`src/fm_cfg_pkg.sv`:
```
`default_nettype none

package fm_cfg_pkg;

    localparam int num_ch           = 6;
    localparam int num_slot         = 24;  // 6 channels x 4 operators
    localparam int busy_ticks       = 32;  // synthesis ticks per data write
    localparam int timer_b_prescale = 16;  // ticks per timer B count

    // register numbers as written by the host on an address write
    typedef enum logic [7:0] {
        reg_timer_a_hi = 8'h24,
        reg_timer_a_lo = 8'h25,
        reg_timer_b    = 8'h26,
        reg_timer_ctl  = 8'h27,
        reg_keyon      = 8'h28,
        reg_div6       = 8'h2D,
        reg_div3       = 8'h2E,
        reg_div2       = 8'h2F,
        reg_dt_mul     = 8'h30,  // operator groups, low nibble picks op and channel
        reg_tl         = 8'h40,
        reg_ks_ar      = 8'h50,
        reg_fnum_lo    = 8'hA0,  // channel groups, low two bits pick channel
        reg_fnum_hi    = 8'hA4,
        reg_fb_alg     = 8'hB0
    } fm_reg_e;

    // prescaler ratio from cen to the synthesis tick
    typedef enum logic [1:0] {
        div_by_6,
        div_by_3,
        div_by_2
    } div_e;

endpackage

`default_nettype wire

```
`src/fm_bus_pkg.sv`:
```
`default_nettype none

package fm_bus_pkg;

    // one-hot update strobes
    typedef struct packed {
        logic keyon;
        logic dt_mul;
        logic tl;
        logic ks_ar;
        logic fnum_lo;
        logic fb_alg;
    } upd_t;

    typedef struct packed {
        logic [2:0] ch;       // {part, reg[1:0]}
        logic [1:0] op;       // reg[3:2]
        logic [7:0] data;
        upd_t       upd;
        logic       latch_hi; // A4h write, loads the shared block/fnum-high latch
    } host_wr_t;

    typedef struct packed {
        logic [9:0] value_a;
        logic [7:0] value_b;
        logic       load_a;
        logic       load_b;
        logic       irq_en_a;
        logic       irq_en_b;
        logic       clr_a;
        logic       clr_b;
    } timer_ctl_t;

    // parameters of one slot as played out to the operator pipeline
    typedef struct packed {
        logic [4:0]  idx;
        logic        keyon;
        logic [2:0]  dt;
        logic [3:0]  mul;
        logic [6:0]  tl;
        logic [1:0]  ks;
        logic [4:0]  ar;
        logic [10:0] fnum;
        logic [2:0]  block;
        logic [2:0]  fb;
        logic [2:0]  alg;
    } slot_param_t;

endpackage

`default_nettype wire

```
`src/fm_clk_div.sv`:
```
`default_nettype none

module fm_clk_div import fm_cfg_pkg::*; (
    input  logic clk,
    input  logic rst,
    input  logic cen,
    input  div_e div_sel,
    output logic clk_en
);

    logic [2:0] cnt;
    logic [2:0] last;  // terminal count for the selected ratio

    always_comb begin
        case (div_sel)
            div_by_3: last = 3'd2;
            div_by_2: last = 3'd1;
            default:  last = 3'd5;
        endcase
    end

    always_ff @(posedge clk) begin
        if (rst) begin
            cnt    <= 3'd0;
            clk_en <= 1'b0;
        end else begin
            clk_en <= 1'b0;
            if (cen) begin
                // >= so a ratio change mid-count cannot overrun
                if (cnt >= last) begin
                    cnt    <= 3'd0;
                    clk_en <= 1'b1;
                end else begin
                    cnt <= cnt + 3'd1;
                end
            end
        end
    end

endmodule

`default_nettype wire

```
`src/fm_mmr.sv`:
```
`default_nettype none

module fm_mmr import fm_cfg_pkg::*, fm_bus_pkg::*; (
    input  logic       clk,
    input  logic       rst,
    input  logic       write,
    input  logic [1:0] addr,
    input  logic [7:0] din,
    input  logic       clk_en,
    output div_e       div_sel,
    output host_wr_t   wr,
    output timer_ctl_t tctl,
    output logic       busy
);

    fm_reg_e    sel_reg;  // register number from the last address write
    logic       part;
    logic       write_d;
    logic       wr_rise;
    logic       data_wr;

    upd_t       upd_q;
    logic       latch_q;
    logic [2:0] ch_q;
    logic [1:0] op_q;
    logic [7:0] data_q;

    logic [$clog2(busy_ticks)-1:0] busy_cnt;

    assign wr_rise = write & ~write_d;
    assign data_wr = wr_rise & addr[0];

    assign wr = '{ch: ch_q, op: op_q, data: data_q, upd: upd_q, latch_hi: latch_q};

    always_ff @(posedge clk) begin
        if (rst) begin
            write_d <= 1'b0;
            sel_reg <= fm_reg_e'(8'h00);
            part    <= 1'b0;
            div_sel <= div_by_6;
            tctl    <= '0;
            upd_q   <= '0;
            latch_q <= 1'b0;
        end else begin
            write_d <= write;
            upd_q   <= '0;    // strobes last one clock
            latch_q <= 1'b0;
            if (clk_en) begin
                tctl.clr_a <= 1'b0;
                tctl.clr_b <= 1'b0;
            end
            if (wr_rise && !addr[0]) begin
                sel_reg <= fm_reg_e'(din);
                part    <= addr[1];
            end
            if (data_wr) begin
                case (sel_reg)
                    reg_timer_a_hi: tctl.value_a[9:2] <= din;
                    reg_timer_a_lo: tctl.value_a[1:0] <= din[1:0];
                    reg_timer_b:    tctl.value_b <= din;
                    reg_timer_ctl: begin
                        {tctl.clr_b, tctl.clr_a, tctl.irq_en_b, tctl.irq_en_a,
                         tctl.load_b, tctl.load_a} <= din[5:0];
                    end
                    reg_div6: div_sel <= div_by_6;
                    reg_div3: div_sel <= div_by_3;
                    reg_div2: div_sel <= div_by_2;
                    default: ;
                endcase

                // channel 3 of each part does not exist
                if (sel_reg == reg_keyon) begin
                    upd_q.keyon <= 1'b1;
                end else if (sel_reg[1:0] != 2'b11) begin
                    if (sel_reg[7:4] == reg_dt_mul[7:4])
                        upd_q.dt_mul <= 1'b1;
                    else if (sel_reg[7:4] == reg_tl[7:4])
                        upd_q.tl <= 1'b1;
                    else if (sel_reg[7:4] == reg_ks_ar[7:4])
                        upd_q.ks_ar <= 1'b1;
                    else if (sel_reg[7:2] == reg_fnum_lo[7:2])
                        upd_q.fnum_lo <= 1'b1;
                    else if (sel_reg[7:2] == reg_fnum_hi[7:2])
                        latch_q <= 1'b1;
                    else if (sel_reg[7:2] == reg_fb_alg[7:2])
                        upd_q.fb_alg <= 1'b1;
                end
            end
        end
    end

    // write payload, held until the next data write
    always_ff @(posedge clk) begin
        if (data_wr) begin
            data_q <= din;
            ch_q   <= {part, sel_reg[1:0]};
            op_q   <= sel_reg[3:2];
        end
    end

    always_ff @(posedge clk) begin
        if (rst) begin
            busy     <= 1'b0;
            busy_cnt <= '0;
        end else if (data_wr) begin
            busy     <= 1'b1;  // restarts on every data write
            busy_cnt <= '0;
        end else if (clk_en && busy) begin
            if (busy_cnt == ($bits(busy_cnt))'(busy_ticks - 1))
                busy <= 1'b0;
            busy_cnt <= busy_cnt + 1'b1;
        end
    end

endmodule

`default_nettype wire

```
`src/fm_reg_store.sv`:
```
`default_nettype none

module fm_reg_store import fm_cfg_pkg::*, fm_bus_pkg::*; (
    input  logic        clk,
    input  logic        rst,
    input  logic        clk_en,
    input  host_wr_t    wr,
    output slot_param_t slot
);

    // slot = op * num_ch + channel
    function automatic logic [4:0] slot_of(input logic [2:0] chn, input logic [1:0] op);
        return 5'(op) * 5'(num_ch) + 5'(chn);
    endfunction

    // {part, low2} to 0..5
    function automatic logic [2:0] ch_index(input logic [2:0] ch);
        return ch[2] ? 3'(ch[1:0]) + 3'd3 : 3'(ch[1:0]);
    endfunction

    logic [6:0]  dt_mul_mem [num_slot];
    logic [6:0]  tl_mem     [num_slot];
    logic [6:0]  ks_ar_mem  [num_slot];  // {ks, ar}
    logic [10:0] fnum_mem   [num_ch];
    logic [2:0]  block_mem  [num_ch];
    logic [5:0]  fb_alg_mem [num_ch];
    logic [num_slot-1:0] kon;
    logic [5:0]  hi_latch;                // one latch shared by all channels

    logic [2:0]  wr_chn;
    logic [4:0]  wr_slot;
    logic [2:0]  kon_chn;
    logic        kon_ok;

    logic [2:0]  rd_chn;
    logic [1:0]  rd_op;
    logic [2:0]  nxt_chn;
    logic [1:0]  nxt_op;
    logic [4:0]  nxt_idx;
    slot_param_t nxt_p;

    assign wr_chn  = ch_index(wr.ch);
    assign wr_slot = slot_of(wr_chn, wr.op);
    assign kon_chn = ch_index(wr.data[2:0]);
    assign kon_ok  = wr.upd.keyon && (wr.data[1:0] != 2'b11);

    always_ff @(posedge clk) begin
        if (wr.upd.dt_mul) dt_mul_mem[wr_slot] <= wr.data[6:0];
        if (wr.upd.tl)     tl_mem[wr_slot]     <= wr.data[6:0];
        if (wr.upd.ks_ar)  ks_ar_mem[wr_slot]  <= {wr.data[7:6], wr.data[4:0]};
        if (wr.upd.fnum_lo) begin
            fnum_mem[wr_chn]  <= {hi_latch[2:0], wr.data};
            block_mem[wr_chn] <= hi_latch[5:3];
        end
        if (wr.upd.fb_alg) fb_alg_mem[wr_chn] <= wr.data[5:0];
    end

    always_ff @(posedge clk) begin
        if (rst) begin
            kon      <= '0;
            hi_latch <= '0;
        end else begin
            if (wr.latch_hi)
                hi_latch <= wr.data[5:0];
            if (kon_ok)
                for (int k = 0; k < 4; k++)
                    kon[slot_of(kon_chn, 2'(k))] <= wr.data[4 + k];
        end
    end

    // rotation, channels inside operators
    assign nxt_chn = (rd_chn == 3'(num_ch - 1)) ? 3'd0 : rd_chn + 3'd1;
    assign nxt_op  = (rd_chn == 3'(num_ch - 1)) ? rd_op + 2'd1 : rd_op;
    assign nxt_idx = slot_of(nxt_chn, nxt_op);

    always_comb begin
        nxt_p.idx           = nxt_idx;
        nxt_p.keyon         = kon[nxt_idx];
        {nxt_p.dt, nxt_p.mul} = dt_mul_mem[nxt_idx];
        nxt_p.tl            = tl_mem[nxt_idx];
        {nxt_p.ks, nxt_p.ar}  = ks_ar_mem[nxt_idx];
        nxt_p.fnum          = fnum_mem[nxt_chn];
        nxt_p.block         = block_mem[nxt_chn];
        {nxt_p.fb, nxt_p.alg} = fb_alg_mem[nxt_chn];
        // forward a write landing on the slot being read
        if (wr_slot == nxt_idx) begin
            if (wr.upd.dt_mul) {nxt_p.dt, nxt_p.mul} = wr.data[6:0];
            if (wr.upd.tl)     nxt_p.tl = wr.data[6:0];
            if (wr.upd.ks_ar)  {nxt_p.ks, nxt_p.ar} = {wr.data[7:6], wr.data[4:0]};
        end
        if (wr_chn == nxt_chn) begin
            if (wr.upd.fnum_lo) {nxt_p.block, nxt_p.fnum} = {hi_latch, wr.data};
            if (wr.upd.fb_alg)  {nxt_p.fb, nxt_p.alg} = wr.data[5:0];
        end
        if (kon_ok && kon_chn == nxt_chn)
            nxt_p.keyon = wr.data[4 + nxt_op];
    end

    always_ff @(posedge clk) begin
        if (rst) begin
            rd_chn <= 3'(num_ch - 1);  // first tick reads slot 0
            rd_op  <= 2'd3;
            slot   <= '0;
        end else if (clk_en) begin
            rd_chn <= nxt_chn;
            rd_op  <= nxt_op;
            slot   <= nxt_p;
        end
    end

endmodule

`default_nettype wire

```
`src/fm_timers.sv`:
```
`default_nettype none

module fm_timers import fm_cfg_pkg::*, fm_bus_pkg::*; (
    input  logic       clk,
    input  logic       rst,
    input  logic       clk_en,
    input  timer_ctl_t tctl,
    output logic       flag_a,
    output logic       flag_b,
    output logic       irq_n
);

    logic [9:0] cnt_a;
    logic [7:0] cnt_b;
    logic [$clog2(timer_b_prescale)-1:0] pre_b;

    always_ff @(posedge clk) begin
        if (rst) begin
            cnt_a  <= '0;
            cnt_b  <= '0;
            pre_b  <= '0;
            flag_a <= 1'b0;
            flag_b <= 1'b0;
        end else begin
            if (tctl.clr_a) flag_a <= 1'b0;
            if (tctl.clr_b) flag_b <= 1'b0;
            if (clk_en) begin
                // timer A, one count per tick
                if (!tctl.load_a) begin
                    cnt_a <= tctl.value_a;      // held at the start value
                end else if (cnt_a == 10'h3ff) begin
                    cnt_a  <= tctl.value_a;
                    flag_a <= 1'b1;             // wins over a pending clear
                end else begin
                    cnt_a <= cnt_a + 10'd1;
                end

                // timer B, prescaler restarts with the load
                if (!tctl.load_b) begin
                    cnt_b <= tctl.value_b;
                    pre_b <= '0;
                end else begin
                    pre_b <= pre_b + 1'b1;
                    if (pre_b == ($bits(pre_b))'(timer_b_prescale - 1)) begin
                        if (cnt_b == 8'hff) begin
                            cnt_b  <= tctl.value_b;
                            flag_b <= 1'b1;
                        end else begin
                            cnt_b <= cnt_b + 8'd1;
                        end
                    end
                end
            end
        end
    end

    assign irq_n = ~((flag_a & tctl.irq_en_a) | (flag_b & tctl.irq_en_b));

endmodule

`default_nettype wire

```
`src/fm_regs.sv`:
```
`default_nettype none

module fm_regs import fm_cfg_pkg::*, fm_bus_pkg::*; (
    input  logic        clk,
    input  logic        rst,
    input  logic        cen,
    input  logic        write,
    input  logic [1:0]  addr,
    input  logic [7:0]  din,
    output logic        busy,
    output logic        irq_n,
    output logic        flag_a,
    output logic        flag_b,
    output logic        clk_en,
    output slot_param_t slot
);

    div_e       div_sel;
    host_wr_t   wr;
    timer_ctl_t tctl;

    fm_clk_div u_div (
        .clk     (clk),
        .rst     (rst),
        .cen     (cen),
        .div_sel (div_sel),
        .clk_en  (clk_en)
    );

    fm_mmr u_mmr (
        .clk     (clk),
        .rst     (rst),
        .write   (write),
        .addr    (addr),
        .din     (din),
        .clk_en  (clk_en),
        .div_sel (div_sel),
        .wr      (wr),
        .tctl    (tctl),
        .busy    (busy)
    );

    fm_reg_store u_store (
        .clk    (clk),
        .rst    (rst),
        .clk_en (clk_en),
        .wr     (wr),
        .slot   (slot)
    );

    fm_timers u_timers (
        .clk    (clk),
        .rst    (rst),
        .clk_en (clk_en),
        .tctl   (tctl),
        .flag_a (flag_a),
        .flag_b (flag_b),
        .irq_n  (irq_n)
    );

endmodule

`default_nettype wire

```
`config.mk`:
```
export PLATFORM = sky130hd
export DESIGN_NAME = fm_regs
export DESIGN_NICKNAME = d
export VERILOG_FILES = /design/src/fm_cfg_pkg.sv /design/src/fm_bus_pkg.sv /design/src/fm_clk_div.sv /design/src/fm_mmr.sv /design/src/fm_reg_store.sv /design/src/fm_timers.sv /design/src/fm_regs.sv
export SDC_FILE = /design/constraint.sdc
export NUM_CORES = 1
export LEC_CHECK = 0
export BUFFER_PORTS_ARGS = -buffer_cell sky130_fd_sc_hd__buf_2
export CAP_MARGIN = 10
export CORE_UTILIZATION = 46
export CTS_CLUSTER_SIZE = 40
export DETAILED_ROUTE_END_ITERATION = 10
export PLACE_DENSITY = 0.6
export SETUP_SLACK_MARGIN = 0.02
export SLEW_MARGIN = 0
export SYNTH_ARGS = -nofsm -noshare
export SYNTH_HDL_FRONTEND = slang
export SYNTH_SLANG_ARGS = --single-unit
```
`constraint.sdc`:
```
create_clock -name clk -period 4.3 [get_ports clk]
set_clock_uncertainty 0.15 [all_clocks]
set_input_delay 0 -clock clk [delete_from_list [all_inputs] [get_ports clk]]
set_output_delay 0 -clock clk [all_outputs]
set_load 0.01 [all_outputs]
```
* Word level (Yosys, flattened, before mapping) *
Memories as Yosys holds them, arrays and structs flattened.
Index checks and enable logic that the tools add are counted.

storage, ports and cells
  bits in registers = 172
  RAM bits = 624
  bits of input ports = 14
  memories kept = 6

operators by class
  $add $sub $neg = 15
  $mul = 2
  $lt $le $gt $ge = 11
  equality and inequality tests = 27
  multiplexer cells = 70
  bitwise gates (word level) = 10
  reductions and logical operators = 28

memories
  name                words  width  read ports  clocked after memory_dff  wr ports  line                text
  u_store.dt_mul_mem  24     7      1           0                         1         fm_reg_store.sv:21  logic [6:0] dt_mul_mem [num_slot];
  u_store.ks_ar_mem   24     7      1           0                         1         fm_reg_store.sv:23  logic [6:0] ks_ar_mem [num_slot];
  u_store.tl_mem      24     7      1           0                         1         fm_reg_store.sv:22  logic [6:0] tl_mem [num_slot];
  u_store.fnum_mem    6      11     1           0                         1         fm_reg_store.sv:24  logic [10:0] fnum_mem [num_ch];
  u_store.fb_alg_mem  6      6      1           0                         1         fm_reg_store.sv:26  logic [5:0] fb_alg_mem [num_ch];
  u_store.block_mem   6      3      1           0                         1         fm_reg_store.sv:25  logic [2:0] block_mem [num_ch];

operators with widths
  kind                                                  count
  bitwise mux 24 bit                                    4
  equality test 8 x 6 -> 1 bit (second input constant)  8
  2-to-1 mux 1 bit                                      37
  < comparator 32 x 4 -> 1 bit (second input constant)  1
  < comparator 5 x 6 -> 1 bit (second input constant)   4
  2-to-1 mux 8 bit                                      3
  2-to-1 mux 21 bit                                     1
  2-to-1 mux 7 bit                                      3
  2-to-1 mux 10 bit                                     2
  2-to-1 mux 20 bit                                     1
  equality test 6 bit (second input constant)           3
  demux 1 bit (select 5 bit)                            3
  >= comparator 5 x 1 -> 1 bit (second input constant)  3
  2-to-1 mux 14 bit                                     1
  AND reduction 2 bit                                   7
  2-to-1 mux 3 bit                                      4
  adder 10 x 1 -> 10 bit (second input constant)        1
  adder 5 x 3 -> 5 bit                                  2
  equality test 10 bit (second input constant)          1
  OR reduction 9 bit                                    1
  adder 8 x 1 -> 8 bit (second input constant)          1
  equality test 4 x 3 -> 1 bit (second input constant)  2
  equality test 8 bit (second input constant)           1
  logical AND 1 bit                                     8
  other kinds (43)                                      61

* Depth between registers and ports, before layout *
  depth after elaboration = 10
  gate-level depth with buffers = 18
  mapped depth without buffers = 13

* By module *
From an unflattened synthesis, not the netlist that was laid out.

unflattened totals
  cell total of the unflattened synthesis = 2,137
  area total of the unflattened synthesis = 33,309.4 um^2

modules (own cells, without submodules)
  module        times used  cells each  area an instance (um^2)  sequential area each (um^2)
  fm_reg_store  1           1,712       29,155.5                 20,379.5
  fm_mmr        1           208         2,393.5                  1,371.3
  fm_timers     1           187         1,478.9                  480.5
  fm_clk_div    1           30          281.5                    80.1

* Worst setup path after synthesis *
Ideal clock, no wire load.

  kind = reg2reg
  start = register u_mmr.data_q[0]
  end = register u_store.kon[20]
  setup time = 0.128 ns
  arrival = 3.585 ns
  path slack = 0.437 ns
  cell stages (with the launch flop) = 11
  buffers on the path = 2
  cell sequence = edfxtp_1 > clkbuf_1 > inv_1 > ha_1 > a21oi_1 > clkbuf_1 > ha_1 > nor2_1 > nand3_1 > mux2i_1 > nor2_1

between the ends
  longest elaborated chain between the ends = 10
  elaborated cells between the ends (all ways) = 25
  those cells by class = 4 x add/sub; 6 x order compare; 1 x eq/ne; 10 x mux; 4 x reduce/logical

RTL lines
  what                                                                                               line                text
  start: declaration                                                                                 fm_mmr.sv:26        logic [7:0] data_q;
  start signal: assignment                                                                           fm_mmr.sv:95        data_q <= din;
  adder 2 x 2 -> 3 bit                                                                               fm_reg_store.sv:18  return ch[2] ? 3'(ch[1:0]) + 3'd3 : 3'(ch[1:0]);
  2-to-1 mux 3 bit                                                                                   fm_reg_store.sv:18
  adder 3 x 3 -> 4 bit                                                                               fm_reg_store.sv:13  return 5'(op) * 5'(num_ch) + 5'(chn);
  < comparator 5 x 6 -> 1 bit (implied by the code) or >= comparator 5 x 1 -> 1 bit (tied branches)  fm_reg_store.sv:67  kon[slot_of(kon_chn, 2'(k))] <= wr.data[4 + k];
  logical AND 1 bit (implied by the code)                                                            fm_reg_store.sv:67
  2-to-1 mux 1 bit (implied by the code)                                                             fm_reg_store.sv:67
  demux 1 bit (select 5 bit)                                                                         -
  bitwise mux 24 bit (3 in series)                                                                   fm_reg_store.sv:67
  end signal: indexed assignment                                                                     fm_reg_store.sv:67
  end: declaration                                                                                   fm_reg_store.sv:27  logic [num_slot-1:0] kon;

Parallel ways exist; a longest one is shown, timed or not.
A chain may end at the register's enable or synchronous reset.

* Final worst setup path *
  start = register u_mmr.ch_q[0]
  end = memory u_store.dt_mul_mem[3][6] (enable)

between the ends
  longest elaborated chain between the ends = 3

RTL lines
  what                      line                text
  start: declaration        fm_mmr.sv:24        logic [2:0] ch_q;
  start signal: assignment  fm_mmr.sv:96        ch_q <= {part, sel_reg[1:0]};
  adder 2 x 2 -> 3 bit      fm_reg_store.sv:18
  2-to-1 mux 3 bit (*)      fm_reg_store.sv:18
  adder 5 x 3 -> 5 bit (*)  fm_reg_store.sv:13
  end: declaration          fm_reg_store.sv:21

Every way passes the cells marked *; elsewhere a longest branch is shown, timed or not.

==> impl_metrics.py <==
metrics = {
    "die": {
        "die_h_um": 267.7,
        "io_pins": 66,
        "rows": 97,
        "dieArea_sq_um": 71690,
        "start_util_pct": 46.47,
        "die_w_um": 267.7,
        "core_sq_um": 69910,
    },
    "cts": {
        "h-tree-depth": 3,
        "cts_tree": "built",
        "clk_pin_slew_ps": 60,
        "cts_made_buffers": 83,
        "clock_latency_ps": 630,
        "clock-sinks": 796,
        "clk_path_buf_depth": 3,
        "cts_root_buf": "clkbuf_16",
    },
    "final_layout": {
        "diodes": 0,
        "fin_nets": 2212,
        "final_cell_mix": "637 x edfxtp_1, 235 x nor2_1, 157 x dfxtp_1",
        "final_cells": 3181,
        "drive_gt1_share_pct": 19.32,
        "reg_top3": "u_store.dt_mul_mem x168, u_store.ks_ar_mem x168, u_store.tl_mem x168",
        "mostFrequentLayoutCell": "edfxtp_1",
        "synthToLayoutAreaGrowth_pct": 13.84,
    },
    "synthesis": {
        "synth_nets": 2117,
        "muxShareOfSynthArea_pct": 14.66,
        "yosys.area_share.simple_pct": 8.239,
        "seq_area_frac_synth_pct": 68.68,
        "ys_ff_latch": 796,
        "synth.avg_cell_area_sq_um": 15.64,
        "synth_cell_types": 61,
        "synth-main-ff-cell": "edfxtp_1",
        "synthAdderAreaFrac_pct": 1.048,
        "async_reset_ff_share_pct": 0,
        "synth_top_family_by_area": "multiplexers",
        "synth-xor-area-share_pct": 0.7434,
        "synth-edff-count": 637,
        "postSynthCellCount": 2077,
        "ys.warnings.count": 0,
        "syn_area_sq_um": 32480,
        "synth-compound-area-share_pct": 4.387,
    },
    "worst_setup_path": {
        "cp.arrival_ps": 4110,
        "critPathMaxFanout": 8,
        "crit_path_start_kind": "flop",
        "critPathKind": "flop to flop",
        "end_kind": "flop",
        "worstPathRequired_ps": 4420,
    },
    "timing": {
        "period_minus_slack_ps": 3990,
        "fmax_mhz": 250.6,
        "setup_viol": 0,
        "drv_slew": 0,
        "fin_crit_sh_pct": 92.79,
        "worst_pin_slew_ps": 1081,
        "rsz0062_at_grt": "false",
        "finalSetupTns_ps": 0,
        "slew_headroom_pct": 27.40,
        "hold_viol_final": 0,
        "hold_ws_ps": 43.01,
        "setup_slack_ps": 309.8,
    },
    "place": {
        "gp_congestion": 0.8053,
        "io_buffer_count": 65,
        "post-dp-hpwl_mm": 45.86,
        "post-place-ws_ps": 135.3,
        "dp.cells": 3010,
    },
    "global_route": {
        "grt_overflow_total": 0,
        "grtUsageTotal_pct": 21.68,
        "grt_max_degree": 91,
        "grt_first_pass_wirelength_mm": 115.5,
        "grt_pass1_vias": 18540,
        "antenna_found_initial": 2,
    },
    "min_path": {
        "hold_path.class": "primary input to flop",
    },
    "power_and_ir_drop": {
        "irDropWorstVdd_mv": 0.3674,
        "p_leak_nw": 12.61,
        "power_density_nw_per_um2": 431.7,
    },
    "routing": {
        "drtIter0Drc": 1775,
        "drcViolationCount": 0,
        "drtAntennaViolNets": 0,
        "dr.pass1.iters": 5,
        "wl_mm": 76.27,
        "vias": 18390,
        "avgRoutedWirePerCell_um": 23.98,
        "via_per_inst": 5.781,
    },
    "flow_run": {
        "maxCapViolCount": 0,
    },
    "outcome": {
        "status": "completed",
    },
}
[timing repair]
item | in CTS | in global routing
buffers inserted | 0 | 0
hold endpoints to repair | 98 | 0
setup endpoints to repair | 0 | 21
resized for setup | 0 | 4
hold buffers | 17 | 0
[synth_stat cells (2+ instances only)]
master,instances,share of area [%]
a211oi_1,22,0.51
o21bai_1,2,0.046
a21o_1,5,0.12
a21oi_1,42,0.65
nor2b_1,8,0.15
a311oi_1,14,0.38
clkbuf_1,80,0.92
and3_1,88,1.7
buf_2,31,0.48
nor2_1,235,2.7
nand2b_1,13,0.25
a221oi_1,2,0.054
xor2_1,10,0.27
nand3_1,45,0.69
o21ai_0,23,0.35
nor4_1,2,0.039
a21boi_0,2,0.046
nand2_1,103,1.2
xnor2_1,15,0.40
nand3b_1,7,0.16
o32ai_1,21,0.57
a31oi_1,13,0.25
clkinv_1,2,0.023
o22ai_1,3,0.058
edfxtp_1,637,59
nor3b_1,8,0.18
buf_1,10,0.12
nand4_1,3,0.058
buf_4,13,0.30
nor3_1,48,0.74
and2_1,3,0.058
dfxtp_1,159,9.8
o31ai_1,26,0.60
mux2i_1,128,3.9
a32oi_1,4,0.11
mux4_2,154,11
ha_1,24,0.92
or3_1,5,0.096
fa_1,2,0.12
inv_1,25,0.29
inv_2,3,0.035
a22oi_1,4,0.092
o211ai_1,15,0.35
[kinds of logic after synthesis]
kind of cell             count (synthesis)
flip-flops                             796
XOR/XNOR                                26
AO/OA/AOI/OAI                          205
buffers and inverters                  166
AND/OR/NAND/NOR                        575
adder cells (fa/ha/maj)                 26
multiplexers                           283
[final timing paths]
kind	slack, ps	startpoint	cells past startpoint	end
hold reg to reg	320	u_store.kon[11]	2	u_store.kon[11]
setup reg to reg	310	u_mmr.ch_q[0]	12	u_store.dt_mul_mem[3][6]
hold / removal	40	din[6]	2	u_mmr.data_q[6]
setup / recovery	310	u_mmr.ch_q[0]	12	u_store.dt_mul_mem[3][6]
[routing by layer]
layer / track usage [%] / share of wire (%)
met1: 30.45 / 43
met2: 34.00 / 47
met3: 4.554 / 7.5
met4: 6.811 / 2.6
met5: 0 / 0.029
[critical path, cell delays in order (launching register included)]
cell	delay [ps]
edfxtp_1	400
inv_2	110
ha_1	260
mux2_2	350
inv_1	240
ha_1	260
inv_1	70
fa_1	420
xor2_1	210
nand2_1	90
nor2_1	350
buf_4	250
and3_1	470
[where the power goes]
| group | switching, W | internal [W] | total (W) |
|---|---|---|---|
| combinational | 0.000305 | 0.000147 | 0.000451 |
| sequential | 0.0000197 | 0.00828 | 0.00830 |
| clock | 0.00300 | 0.00421 | 0.00721 |
| total | 0.00332 | 0.0126 | 0.0160 |
[layout make-up]
type / count / area (sq um)
multi-input combinational: 1115 / 9539
clock buffer: 111 / 2307
inverter: 30 / 112.6
sequential: 796 / 22320
timing repair buffer: 146 / 1086
clock inverter: 43 / 440.4
fill: 5742 / 32930
tap: 940 / 1176
[per-stage QoR]
stage,power [W],instance area (sq um),utilization (%)
after floorplan,0.008715,32480,-
after global placement,0.008890,34040,48.69
after detailed placement,0.008900,34040,48.69
after CTS,0.01609,36950,52.86
after global routing,0.01642,36980,52.90
final,0.01596,36980,52.90
(Power assumes the default switching activity.)
